[config.mk]
export PLATFORM = sky130hd
export DESIGN_NAME = gunfight_io_top
export DESIGN_NICKNAME = d
export VERILOG_FILES = /design/src/source/gunfight_pkg.sv /design/src/source/gunfight_io_top.sv /design/src/source/sigma_delta_dac.sv /design/src/source/audio_mixer.sv /design/src/source/tone_channel.sv /design/src/source/key_mapper.sv
export SDC_FILE = /design/constraint.sdc
export NUM_CORES = 1
export LEC_CHECK = 0
export BUFFER_PORTS_ARGS = -buffer_cell sky130_fd_sc_hd__buf_2
export CORE_MARGIN = 5
export CORE_UTILIZATION = 48
export DETAILED_ROUTE_END_ITERATION = 16
export PLACE_DENSITY = 0.84
export SLEW_MARGIN = 20
export SYNTH_ARGS = -nofsm -noshare
export SYNTH_HDL_FRONTEND = slang
export SYNTH_SLANG_ARGS = --single-unit
[constraint.sdc]
create_clock -name clk_sys -period 1.8 [get_ports clk_sys]
set_input_delay 0.36 -clock clk_sys [delete_from_list [all_inputs] [get_ports clk_sys]]
set_output_delay 0.36 -clock clk_sys [all_outputs]
set_load 0.02 [all_outputs]
[src/source/gunfight_pkg.sv]
`default_nettype none

package gunfight_pkg;

	// Audio level and sample width
	localparam int unsigned SAMPLE_W = 8;

	// Sound control port, [2:0] pitch, [5:3] volume
	localparam int unsigned CTRL_W = 6;
	localparam int unsigned PITCH_W = 3;
	localparam int unsigned VOL_W = 3;

	// Amplitude per volume unit, 7 gives 252
	localparam int unsigned VOL_STEP = 36;

	// PS/2 set 2 scan codes used by the cabinet
	typedef enum logic [7:0] {
		KEY_F1   = 8'h05, // Start one
		KEY_F2   = 8'h06, // Start two
		KEY_Q    = 8'h15, // Gun 1 up
		KEY_Y    = 8'h35, // Gun 1 down
		KEY_DOWN = 8'h72, // Gun 2 down
		KEY_UP   = 8'h75, // Gun 2 up
		KEY_ESC  = 8'h76  // Coin
	} key_code_e;

	// Square wave state
	typedef enum logic {
		PHASE_LOW  = 1'b0,
		PHASE_HIGH = 1'b1
	} tone_phase_e;

endpackage

`default_nettype wire
[src/source/gunfight_io_top.sv]
`timescale 1ns/1ps
`default_nettype none

module gunfight_io_top #(
	parameter int unsigned TONE_DIV = 4
) (
	input  wire logic                              clk_sys,
	input  wire logic                              arst_n,
	input  wire logic                              key_strobe,
	input  wire logic                              key_pressed,
	input  wire logic [7:0]                        key_code,
	input  wire logic [gunfight_pkg::CTRL_W-1:0]   sound_ctrl_a,
	input  wire logic [gunfight_pkg::CTRL_W-1:0]   sound_ctrl_b,
	output logic                                   coin,
	output logic                                   start_one,
	output logic                                   start_two,
	output logic                                   gun1_up,
	output logic                                   gun1_down,
	output logic                                   gun2_up,
	output logic                                   gun2_down,
	output logic      [gunfight_pkg::SAMPLE_W-1:0] audio_sample,
	output logic                                   audio_pdm
);

	logic [gunfight_pkg::SAMPLE_W-1:0] level_a;
	logic [gunfight_pkg::SAMPLE_W-1:0] level_b;

	key_mapper u_key_mapper (
		.clk_sys     (clk_sys),
		.arst_n      (arst_n),
		.key_strobe  (key_strobe),
		.key_pressed (key_pressed),
		.key_code    (key_code),
		.coin        (coin),
		.start_one   (start_one),
		.start_two   (start_two),
		.gun1_up     (gun1_up),
		.gun1_down   (gun1_down),
		.gun2_up     (gun2_up),
		.gun2_down   (gun2_down)
	);

	// One channel per sound control port
	tone_channel #(
		.TONE_DIV (TONE_DIV)
	) u_tone_a (
		.clk_sys    (clk_sys),
		.arst_n     (arst_n),
		.sound_ctrl (sound_ctrl_a),
		.level      (level_a)
	);

	tone_channel #(
		.TONE_DIV (TONE_DIV)
	) u_tone_b (
		.clk_sys    (clk_sys),
		.arst_n     (arst_n),
		.sound_ctrl (sound_ctrl_b),
		.level      (level_b)
	);

	audio_mixer u_mixer (
		.clk_sys (clk_sys),
		.arst_n  (arst_n),
		.level_a (level_a),
		.level_b (level_b),
		.sample  (audio_sample)
	);

	sigma_delta_dac u_dac (
		.clk_sys (clk_sys),
		.arst_n  (arst_n),
		.sample  (audio_sample),
		.pdm     (audio_pdm)
	);

endmodule

`default_nettype wire

[src/source/sigma_delta_dac.sv]
`timescale 1ns/1ps
`default_nettype none

module sigma_delta_dac (
	input  wire logic                              clk_sys,
	input  wire logic                              arst_n,
	input  wire logic [gunfight_pkg::SAMPLE_W-1:0] sample,
	output logic                                   pdm
);

	logic [gunfight_pkg::SAMPLE_W:0] acc;

	// Error feedback, carry is dropped from the next sum
	always_ff @(posedge clk_sys or negedge arst_n) begin
		if (!arst_n)
			acc <= '0;
		else
			acc <= {1'b0, acc[gunfight_pkg::SAMPLE_W-1:0]} + {1'b0, sample};
	end

	assign pdm = acc[gunfight_pkg::SAMPLE_W]; // Density is sample/256

endmodule

`default_nettype wire

[src/source/audio_mixer.sv]
`timescale 1ns/1ps
`default_nettype none

module audio_mixer (
	input  wire logic                              clk_sys,
	input  wire logic                              arst_n,
	input  wire logic [gunfight_pkg::SAMPLE_W-1:0] level_a,
	input  wire logic [gunfight_pkg::SAMPLE_W-1:0] level_b,
	output logic      [gunfight_pkg::SAMPLE_W-1:0] sample
);

	logic [gunfight_pkg::SAMPLE_W:0] sum; // Extra bit catches overflow

	assign sum = {1'b0, level_a} + {1'b0, level_b};

	// Clamp to full scale instead of wrapping
	always_ff @(posedge clk_sys or negedge arst_n) begin
		if (!arst_n)
			sample <= '0;
		else if (sum[gunfight_pkg::SAMPLE_W])
			sample <= '1;
		else
			sample <= sum[gunfight_pkg::SAMPLE_W-1:0];
	end

endmodule

`default_nettype wire

[src/source/tone_channel.sv]
`timescale 1ns/1ps
`default_nettype none

module tone_channel #(
	parameter int unsigned TONE_DIV = 4
) (
	input  wire logic                                clk_sys,
	input  wire logic                                arst_n,
	input  wire logic [gunfight_pkg::CTRL_W-1:0]     sound_ctrl,
	output logic      [gunfight_pkg::SAMPLE_W-1:0]   level
);

	localparam int unsigned PRE_W = (TONE_DIV > 1) ? $clog2(TONE_DIV) : 1;

	logic [PRE_W-1:0]                    pre_cnt;
	logic                                tick;
	logic [gunfight_pkg::PITCH_W-1:0]    pitch;
	logic [gunfight_pkg::VOL_W-1:0]      volume;
	logic [gunfight_pkg::PITCH_W-1:0]    half_cnt;
	logic [gunfight_pkg::SAMPLE_W-1:0]   amp;
	gunfight_pkg::tone_phase_e           phase;

	assign pitch  = sound_ctrl[2:0];
	assign volume = sound_ctrl[5:3];
	assign tick   = (pre_cnt == PRE_W'(TONE_DIV - 1));
	assign amp    = gunfight_pkg::SAMPLE_W'(volume * gunfight_pkg::VOL_STEP);

	// Clock prescaler
	always_ff @(posedge clk_sys or negedge arst_n) begin
		if (!arst_n)
			pre_cnt <= '0;
		else if (tick)
			pre_cnt <= '0;
		else
			pre_cnt <= pre_cnt + 1'b1;
	end

	// Half period is pitch+1 ticks, live pitch compared each tick
	always_ff @(posedge clk_sys or negedge arst_n) begin
		if (!arst_n) begin
			half_cnt <= '0;
			phase    <= gunfight_pkg::PHASE_LOW;
		end else if (tick) begin
			if (half_cnt == pitch) begin
				half_cnt <= '0;
				phase    <= (phase == gunfight_pkg::PHASE_HIGH) ?
					gunfight_pkg::PHASE_LOW : gunfight_pkg::PHASE_HIGH;
			end else begin
				half_cnt <= half_cnt + 1'b1;
			end
		end
	end

	// Output level lags phase by one cycle
	always_ff @(posedge clk_sys or negedge arst_n) begin
		if (!arst_n)
			level <= '0;
		else
			level <= (phase == gunfight_pkg::PHASE_HIGH) ? amp : '0;
	end

endmodule

`default_nettype wire

[src/source/key_mapper.sv]
`timescale 1ns/1ps
`default_nettype none

module key_mapper (
	input  wire logic       clk_sys,
	input  wire logic       arst_n,
	input  wire logic       key_strobe,
	input  wire logic       key_pressed,
	input  wire logic [7:0] key_code,
	output logic            coin,
	output logic            start_one,
	output logic            start_two,
	output logic            gun1_up,
	output logic            gun1_down,
	output logic            gun2_up,
	output logic            gun2_down
);

	// Each level holds until the next event for its key
	always_ff @(posedge clk_sys or negedge arst_n) begin
		if (!arst_n) begin
			coin      <= 1'b0;
			start_one <= 1'b0;
			start_two <= 1'b0;
			gun1_up   <= 1'b0;
			gun1_down <= 1'b0;
			gun2_up   <= 1'b0;
			gun2_down <= 1'b0;
		end else if (key_strobe) begin
			case (gunfight_pkg::key_code_e'(key_code))
				gunfight_pkg::KEY_ESC:  coin      <= key_pressed;
				gunfight_pkg::KEY_F1:   start_one <= key_pressed;
				gunfight_pkg::KEY_F2:   start_two <= key_pressed;
				gunfight_pkg::KEY_Q:    gun1_up   <= key_pressed;
				gunfight_pkg::KEY_Y:    gun1_down <= key_pressed;
				gunfight_pkg::KEY_UP:   gun2_up   <= key_pressed;
				gunfight_pkg::KEY_DOWN: gun2_down <= key_pressed;
				default: ; // Unmapped, ignore
			endcase
		end
	end

endmodule

`default_nettype wire

==> impl_metrics.json, run 1 <==
{
  "status": "finished, final reports clean",
  "yosys_warnings": 0,
  "critPathSlowestCell": "sky130_fd_sc_hd__dfrtp_1",
  "syn-instance-count": 164,
  "flip_flop_and_latch_count_after_synthesis": 41,
  "critical_path.reg2reg.startpoint": "u_tone_a.level[5]",
  "yosys.cell_types.count": 33,
  "most-common-layout-cells": "40 x sky130_fd_sc_hd__dfrtp_1, 39 x sky130_fd_sc_hd__buf_2, 17 x sky130_fd_sc_hd__nand2_1, 13 x sky130_fd_sc_hd__ha_1",
  "final.fill_count": 330,
  "yosysSeqAreaShare": 0.5314,
  "rsz0062_at_grt": "true",
  "grt_start_max_net_pins": 42,
  "fp.dieW_um": 73.42,
  "grt_pass1_wl_mm": 5.485,
  "vdd.ir_drop.worst_mv": 0.6225,
  "cts_tree": "yes",
  "gp_congestion": 0.7767,
  "post_synth.cell_area_avg_um2": 11.77,
  "placement.io_buffers": 39,
  "finalSetupTns_ps": 0,
  "fin_skew_ps": 5.109,
  "slew_viol_final": 0,
  "nets": 254,
  "core_region_area_um2": 3943,
  "area.growth.synth_to_final_pct": 21.52,
  "post_synthesis_cell_area_um2": 1931,
  "grt.overflow.total": 0,
  "post-dp-hpwl_mm": 2.427,
  "antenna_cells_inserted": 0,
  "crit_path_end_kind": "register",
  "leakagePower_nw": 1.173,
  "regArea_um2": 1027,
  "rows": 23,
  "cap_viol_max_count": 0,
  "timing.final.hold_violations": 0,
  "crit_arrival_ps": 1940,
  "proportion_of_layout_cells_with_a_drive_suffix_above_1": 0.3037,
  "deepest_clock_path_buffer_count": 2,
  "first_global_vias": 1318,
  "wirelength_mm": 3.127,
  "achievable_frequency_ghz": 0.5671,
  "number_of_nets_produced_by_synthesis": 205,
  "io_pins": 40,
  "worstSetupStartpoint": "u_tone_a.level[5]",
  "cts_hold_buf": 0,
  "start_util": 0.4897,
  "globalRouteTotalUtil": 0.1327,
  "cts-buffers-inserted": 5,
  "timing.critical_path.cells": "ha_2, fa_2, o21a_1, o21ai_1, nand2b_1, a21oi_4, nand2b_1",
  "crit_path_max_fanout": 5,
  "cp.buffers_inverters": 0,
  "start_kind": "register",
  "antenna_violations_before_repair": 0,
  "clkTransAtPathRegs_ps": 70,
  "floorplan.die.height_um": 73.42,
  "kind_of_cell_with_the_highest_combined_delay_on_the_critical_path": "adder cells",
  "min_path_type": "in2async",
  "vias_per_cell": 4.848,
  "critical_setup_path_class": "reg2reg",
  "final.setup.worst_slack_ps": 36.76,
  "drtAntennaViolNets": 0,
  "fin_crit_sh": 0.9796,
  "power_per_cell_area_nw_per_um2": 1558,
  "finalSetupViolations": 0,
  "critPathRequiredTime_ps": 1970,
  "vias_after_detailed_routing": 1280,
  "drc_errors": 0,
  "maxSlewHeadroom": 0.6735,
  "clock_sink_count": 41,
  "total_die_area_um2": 5391,
  "area_taken_by_multi_input_logic_gates_um2": 918.4,
  "critical-path-top-cell-by-count": "sky130_fd_sc_hd__nand2b_1",
  "worst_slew_pin_slew_ps": 489.8,
  "post_drt_wl_per_cell_um": 11.84,
  "cts_htree_levels": 2,
  "place_worst_setup_slack_ps": -78.99,
  "critical-path-max-stage-delay_ps": 390,
  "final.min_clock_period_ps": 1763,
  "clock_insertion_delay_worst_skew_ps": 290,
  "root_buffer": "sky130_fd_sc_hd__clkbuf_8",
  "dr.first_iter.drc_count": 42,
  "mostFrequentLayoutCell": "sky130_fd_sc_hd__dfrtp_1",
  "drtPass1Iterations": 4
}
-- state kept, by name, summed over array words and instances, names as in the netlist --
| signal | count |
|---|---|
| u_dac.acc | 9 |
| u_key_mapper.coin | 1 |
| u_key_mapper.gun1_down | 1 |
| u_key_mapper.gun1_up | 1 |
| u_key_mapper.gun2_down | 1 |
| u_key_mapper.gun2_up | 1 |
| u_key_mapper.start_one | 1 |
| u_key_mapper.start_two | 1 |
| u_mixer.sample | 7 |
| u_tone_a.half_cnt | 3 |
| u_tone_a.level | 3 |
| u_tone_a.phase | 1 |
| u_tone_a.pre_cnt | 2 |
| u_tone_b.half_cnt | 3 |
| u_tone_b.level | 3 |
| u_tone_b.phase | 1 |
| u_tone_b.pre_cnt | 2 |
-- layer usage --
layer,track usage,up-vias,part of all wire
met3,0.04378,2,0.054
met4,0.04829,0,0.0061
met2,0.2224,22,0.51
met5,0,-,0
met1,0.1590,596,0.43
li1,-,660,-
-- final timing paths --
| check | slack (ps) | cells after the start | to |
|---|---|---|---|
| worst max register to register | 40 | 7 | u_mixer.sample[2] |
| worst min register to register | 430 | 1 | u_tone_a.pre_cnt[0] |
| max in group asynchronous | 1320 | 2 | u_mixer.sample[1] |
| worst max-delay path | 40 | 7 | u_mixer.sample[2] |
| worst min-delay path | 120 | 2 | u_dac.acc[1] |
| min in group clk_sys | 280 | 2 | u_tone_b.level[4] |
-- area by class of cell --
class	instances	area share
well taps	50	0.02667
multi-input cells	116	0.3915
flip-flops and latches	41	0.4379
inverters	6	0.009600
repair buffers	43	0.09600
clock buffers	8	0.03840
-- metrics by stage --
| stage | cell area (µm²) | utilization | cells | total power, mW | hold slack (ps) |
|---|---|---|---|---|---|
| 3_5_place_dp | 2215 | 0.5617 | 255 | 3.020 | 428.8 |
| 2_1_floorplan | 1942 | - | 164 | 2.617 | 64.41 |
| 4_1_cts | 2310 | 0.5858 | 263 | 3.641 | 128.7 |
| 3_3_place_gp | 2215 | 0.5617 | 255 | 2.937 | 412.4 |
| 6_report | 2346 | 0.5950 | 264 | 3.655 | 116.9 |
| 5_1_grt | 2346 | 0.5950 | 264 | 3.973 | 179.6 |
-- kinds of logic (layout without fill, tap and decap cells) --
family                   Yosys count  after routing  synth area share
AND/OR/NAND/NOR                   51             51            0.1432
buffers and inverters              7             57           0.01555
multiplexers                       8              8           0.04601
XOR/XNOR                          15             15           0.06805
flip-flops                        41             41            0.5314
adder cells (fa/ha/maj)           17             17            0.1180
AO/OA/AOI/OAI                     25             25           0.07777
-- power breakdown --
part	switching, mW	internal (mW)	total, mW
Combinational	0.842	0.749	1.59
Sequential	0.207	1.26	1.47
Clock	0.285	0.312	0.597
Total	1.33	2.32	3.65
-- Yosys cell counts (all sizes together) --
master,count,area (µm²)
xor2,7,61.31
nand3,1,5.000
buf,1,7.510
o21bai,2,15.01
a311oi,1,8.760
inv,6,22.52
o211ai,1,7.510
nand2,17,63.81
nand3b,1,7.510
a21o,3,22.52
dfrtp,41,1026
o22ai,2,12.51
mux2i,1,10.01
xnor2,8,70.07
a31oi,1,6.260
nor4b,1,8.760
a21oi,7,35.03
nand4,1,6.260
mux2,7,78.82
and4bb,2,25.02
nor4,1,6.260
fa,2,40.04
nand2b,8,50.05
ha,15,187.7
nor2,7,26.28
and2,6,37.54
o21a,1,7.510
nor2b,2,12.51
nor3,3,15.01
nor3b,1,12.51
o21ai,7,35.03
-- what timing repair did --
action                     4_1_cts  5_1_grt
resized for setup                2        8
setup buffers                    0        1
pin swaps                        1        7
setup endpoints to repair        6        7
No activity file was read; power rests on OpenSTA's default activity.
==> run 2, diff against run 1 <==
--- a/config.mk
+++ b/config.mk
@@ -7,10 +7,11 @@
 export LEC_CHECK = 0
 export BUFFER_PORTS_ARGS = -buffer_cell sky130_fd_sc_hd__buf_2
 export CORE_MARGIN = 5
-export CORE_UTILIZATION = 48
+export CORE_UTILIZATION = 50
 export DETAILED_ROUTE_END_ITERATION = 16
-export PLACE_DENSITY = 0.84
+export PLACE_DENSITY = 0.85
 export SLEW_MARGIN = 20
 export SYNTH_ARGS = -nofsm -noshare
 export SYNTH_HDL_FRONTEND = slang
+export SYNTH_HIERARCHICAL = 1
 export SYNTH_SLANG_ARGS = --single-unit
==> impl_metrics.json, run 2 <==
{
  "finalSetupViolations": 0,
  "fin_crit_sh": 0.9224,
  "rsz0062_at_grt": "false",
  "clock_sink_count": 42,
  "post_layout_nonfiller_instances": 306,
  "crit_path_max_fanout": 2,
  "clkTransAtPathRegs_ps": 70,
  "timing.critical_path.cells": "ha_1, fa_1, a21oi_2, nor2_1, nor2_1, o21ai_0",
  "hold-path-cell-count": 2,
  "yosys.cell_count.top_type": "sky130_fd_sc_hd__dfrtp_1",
  "io_pins": 40,
  "cts_tree": "yes",
  "achievable_frequency_ghz": 0.6023,
  "rows": 25,
  "deepest_clock_path_buffer_count": 2,
  "critical_setup_path_class": "reg2reg",
  "timing.final.hold_violations": 0,
  "placement.io_buffers": 39,
  "clockPowerShare": 0.130,
  "drc_errors": 0,
  "critPathRequiredTime_ps": 1970,
  "clock_insertion_delay_worst_skew_ps": 290,
  "min_path_type": "in2reg",
  "hold_start": "sound_ctrl_b[5]",
  "core_region_area_um2": 4661,
  "first_global_vias": 1730,
  "synth-edff-count": 0,
  "gp_congestion": 0.7982,
  "finalSetupTns_ps": 0,
  "grt_start_max_net_pins": 19,
  "crit_path_end_kind": "register",
  "cp.buffers_inverters": 0,
  "rr_endpoint": "u_dac/acc[8]",
  "dp.cells": 298,
  "internal_power_mw": 2.496,
  "mostFrequentLayoutCell": "sky130_fd_sc_hd__dfrtp_1",
  "post_drt_wl_per_cell_um": 13.34,
  "yosys_warnings": 6,
  "critical-path-top-cell-by-count": "sky130_fd_sc_hd__nor2_1",
  "post_synth.cell_area_avg_um2": 11.19,
  "fin_skew_ps": 7.802,
  "globalRouteTotalUtil": 0.1496,
  "start_kind": "register",
  "comb_power_share": 0.514,
  "synthDominantCellAreaShare": 0.4452,
  "yosysSeqAreaShare": 0.4452,
  "p_seq_frac": 0.355,
  "netlist.top_cell.by_area": "sky130_fd_sc_hd__dfrtp_1",
  "status": "finished, final reports clean",
  "antenna_cells_inserted": 0,
  "cts-buffers-inserted": 5,
  "critical-path-max-stage-delay_ps": 420,
  "post_synth_main_area_contributors": "sky130_fd_sc_hd__dfrtp_1 45%, sky130_fd_sc_hd__ha_1 11%, sky130_fd_sc_hd__xor2_1 4.8%",
  "vias_after_detailed_routing": 1669,
  "final.fill_count": 394,
  "critPathSlowestCell": "sky130_fd_sc_hd__fa_1",
  "wirelength_mm": 4.081,
  "cap_viol_max_count": 0,
  "ys_top_cells_by_count": "42 x sky130_fd_sc_hd__dfrtp_1, 20 x sky130_fd_sc_hd__ha_1, 15 x sky130_fd_sc_hd__nand2_1, 13 x sky130_fd_sc_hd__xor2_1",
  "leakagePower_nw": 1.306,
  "timing.hold.worst_endpoint": "u_tone_b/level[4]",
  "root_buffer": "sky130_fd_sc_hd__clkbuf_8",
  "antenna_violations_before_repair": 0,
  "dr.first_iter.drc_count": 57,
  "most-common-layout-cells": "42 x sky130_fd_sc_hd__dfrtp_1, 39 x sky130_fd_sc_hd__buf_2, 20 x sky130_fd_sc_hd__ha_1, 15 x sky130_fd_sc_hd__nand2_1, 13 x sky130_fd_sc_hd__xor2_1",
  "postCtsSetupBuffers": 0,
  "cts_htree_levels": 2,
  "p_switching_mw": 1.721,
  "vdd.ir_drop.worst_mv": 0.8463,
  "ys.flop_type": "sky130_fd_sc_hd__dfrtp_1",
  "flip_flop_count_of_the_largest_register_all_copies_and_words_added": 9,
  "yosys.cell_types.count": 46,
  "worst_r2r_path_depth": 6,
  "nets": 298,
  "start_util": 0.5066,
  "drtPass1Iterations": 4,
  "drtAntennaViolNets": 0,
  "largestRegisters": "u_dac/acc x9, u_mixer/sample x8",
  "grt.overflow.total": 0,
  "synth_async_sr_flop_share": 1.000,
  "flip_flop_and_latch_count_after_synthesis": 42,
  "power_per_cell_area_nw_per_um2": 1585,
  "switching_share": 0.4082,
  "total_die_area_um2": 6196,
  "crit_arrival_ps": 1830,
  "slew_viol_final": 0,
  "max_flop_register": "u_dac/acc",
  "floorplan.die.height_um": 78.72,
  "design_power_total_mw": 4.217,
  "grt_pass1_wl_mm": 7.417,
  "kind_of_cell_with_the_highest_combined_delay_on_the_critical_path": "adder cells",
  "fp.dieW_um": 78.72,
  "post_synthesis_cell_area_um2": 2361,
  "area.growth.synth_to_final_pct": 12.72,
  "final.min_clock_period_ps": 1660,
  "critical_path.reg2reg.startpoint": "u_mixer/sample[0]",
  "slack_of_the_worst_reg_to_reg_path_ps": 140,
  "proportion_of_layout_cells_with_a_drive_suffix_above_1": 0.2698,
  "syn-instance-count": 211,
  "vias_per_cell": 5.454,
  "post-dp-hpwl_mm": 3.293
}
run 2: layer usage:
metal | track usage | routed length (µm) | up-vias
met4 | 0.05944 | 57 | 0
li1 | - | - | 833
met1 | 0.1790 | 1828 | 795
met3 | 0.03968 | 211 | 5
met2 | 0.2555 | 1983 | 36
met5 | 0 | 0 | -
run 2: area by class of cell:
class | count | area [µm²] | share of cell area
multi-input cells | 152 | 1212 | 0.4556
flip-flops and latches | 42 | 1051 | 0.3949
repair buffers | 42 | 220.2 | 0.08275
clock buffers | 7 | 76.32 | 0.02868
well taps | 54 | 67.56 | 0.02539
inverters | 9 | 33.78 | 0.01269
run 2: logic make-up (layout without fill, tap and decap cells):
| group | Yosys count | in the layout | share of synthesized area |
|---|---|---|---|
| xor gates and xnor gates | 16 | 16 | 0.05936 |
| adders and majority gates | 22 | 22 | 0.1229 |
| and+or+nand+nor | 65 | 65 | 0.1685 |
| AOI/OAI and AO/OA | 36 | 36 | 0.1129 |
| other | 2 | 4 | 0.003181 |
| buffers and inverters | 19 | 58 | 0.04610 |
| muxes | 9 | 9 | 0.04186 |
| DFF | 42 | 42 | 0.4452 |
run 2: repair_timing:
item                                    in CTS  in global routing
endpoints found under the setup margin       0                  1
gates resized for setup                      0                  1
hold endpoints to repair                    10                  0
hold buffers                                 1                  0
run 2: worst max path at each step:
| stage | end | cells past startpoint | slack (ps) | start |
|---|---|---|---|---|
| 2_1_floorplan | u_dac/acc[8] | 6 | 150 | u_mixer/sample[0] |
| 3_3_place_gp | u_dac/acc[8] | 6 | 190 | u_mixer/sample[0] |
| 3_5_place_dp | u_dac/acc[8] | 6 | 110 | u_mixer/sample[0] |
| 4_1_cts | u_dac/acc[8] | 6 | 100 | u_mixer/sample[0] |
| 5_1_grt | u_dac/acc[7] | 5 | 20 | u_mixer/sample[4] |
| 6_report | u_dac/acc[8] | 6 | 140 | u_mixer/sample[0] |
run 2: stage by stage:
| stage | setup slack [ps] | hold WS, ps | area (µm²) | util |
|---|---|---|---|---|
| 6_report | 139.8 | 282.2 | 2661 | 0.5710 |
| 5_1_grt | 15.08 | 295.6 | 2661 | 0.5710 |
| 4_1_cts | 102.9 | 275.6 | 2658 | 0.5702 |
| 3_5_place_dp | 109.7 | 246.1 | 2571 | 0.5517 |
| 3_3_place_gp | 191.8 | 240.5 | 2571 | 0.5517 |
| 2_1_floorplan | 148.7 | 64.41 | 2369 | - |
run 2: power by group through the flow:
| stage | clock network, mW | registers (mW) | logic [mW] |
|---|---|---|---|
| final | 0.550 | 1.50 | 2.17 |
| after global routing | 0.618 | 1.54 | 2.46 |
| after CTS | 0.568 | 1.50 | 2.16 |
| after detailed placement | 0 | 1.52 | 2.14 |
| after global placement | 0 | 1.50 | 2.06 |
| after floorplan | 0 | 1.59 | 1.63 |
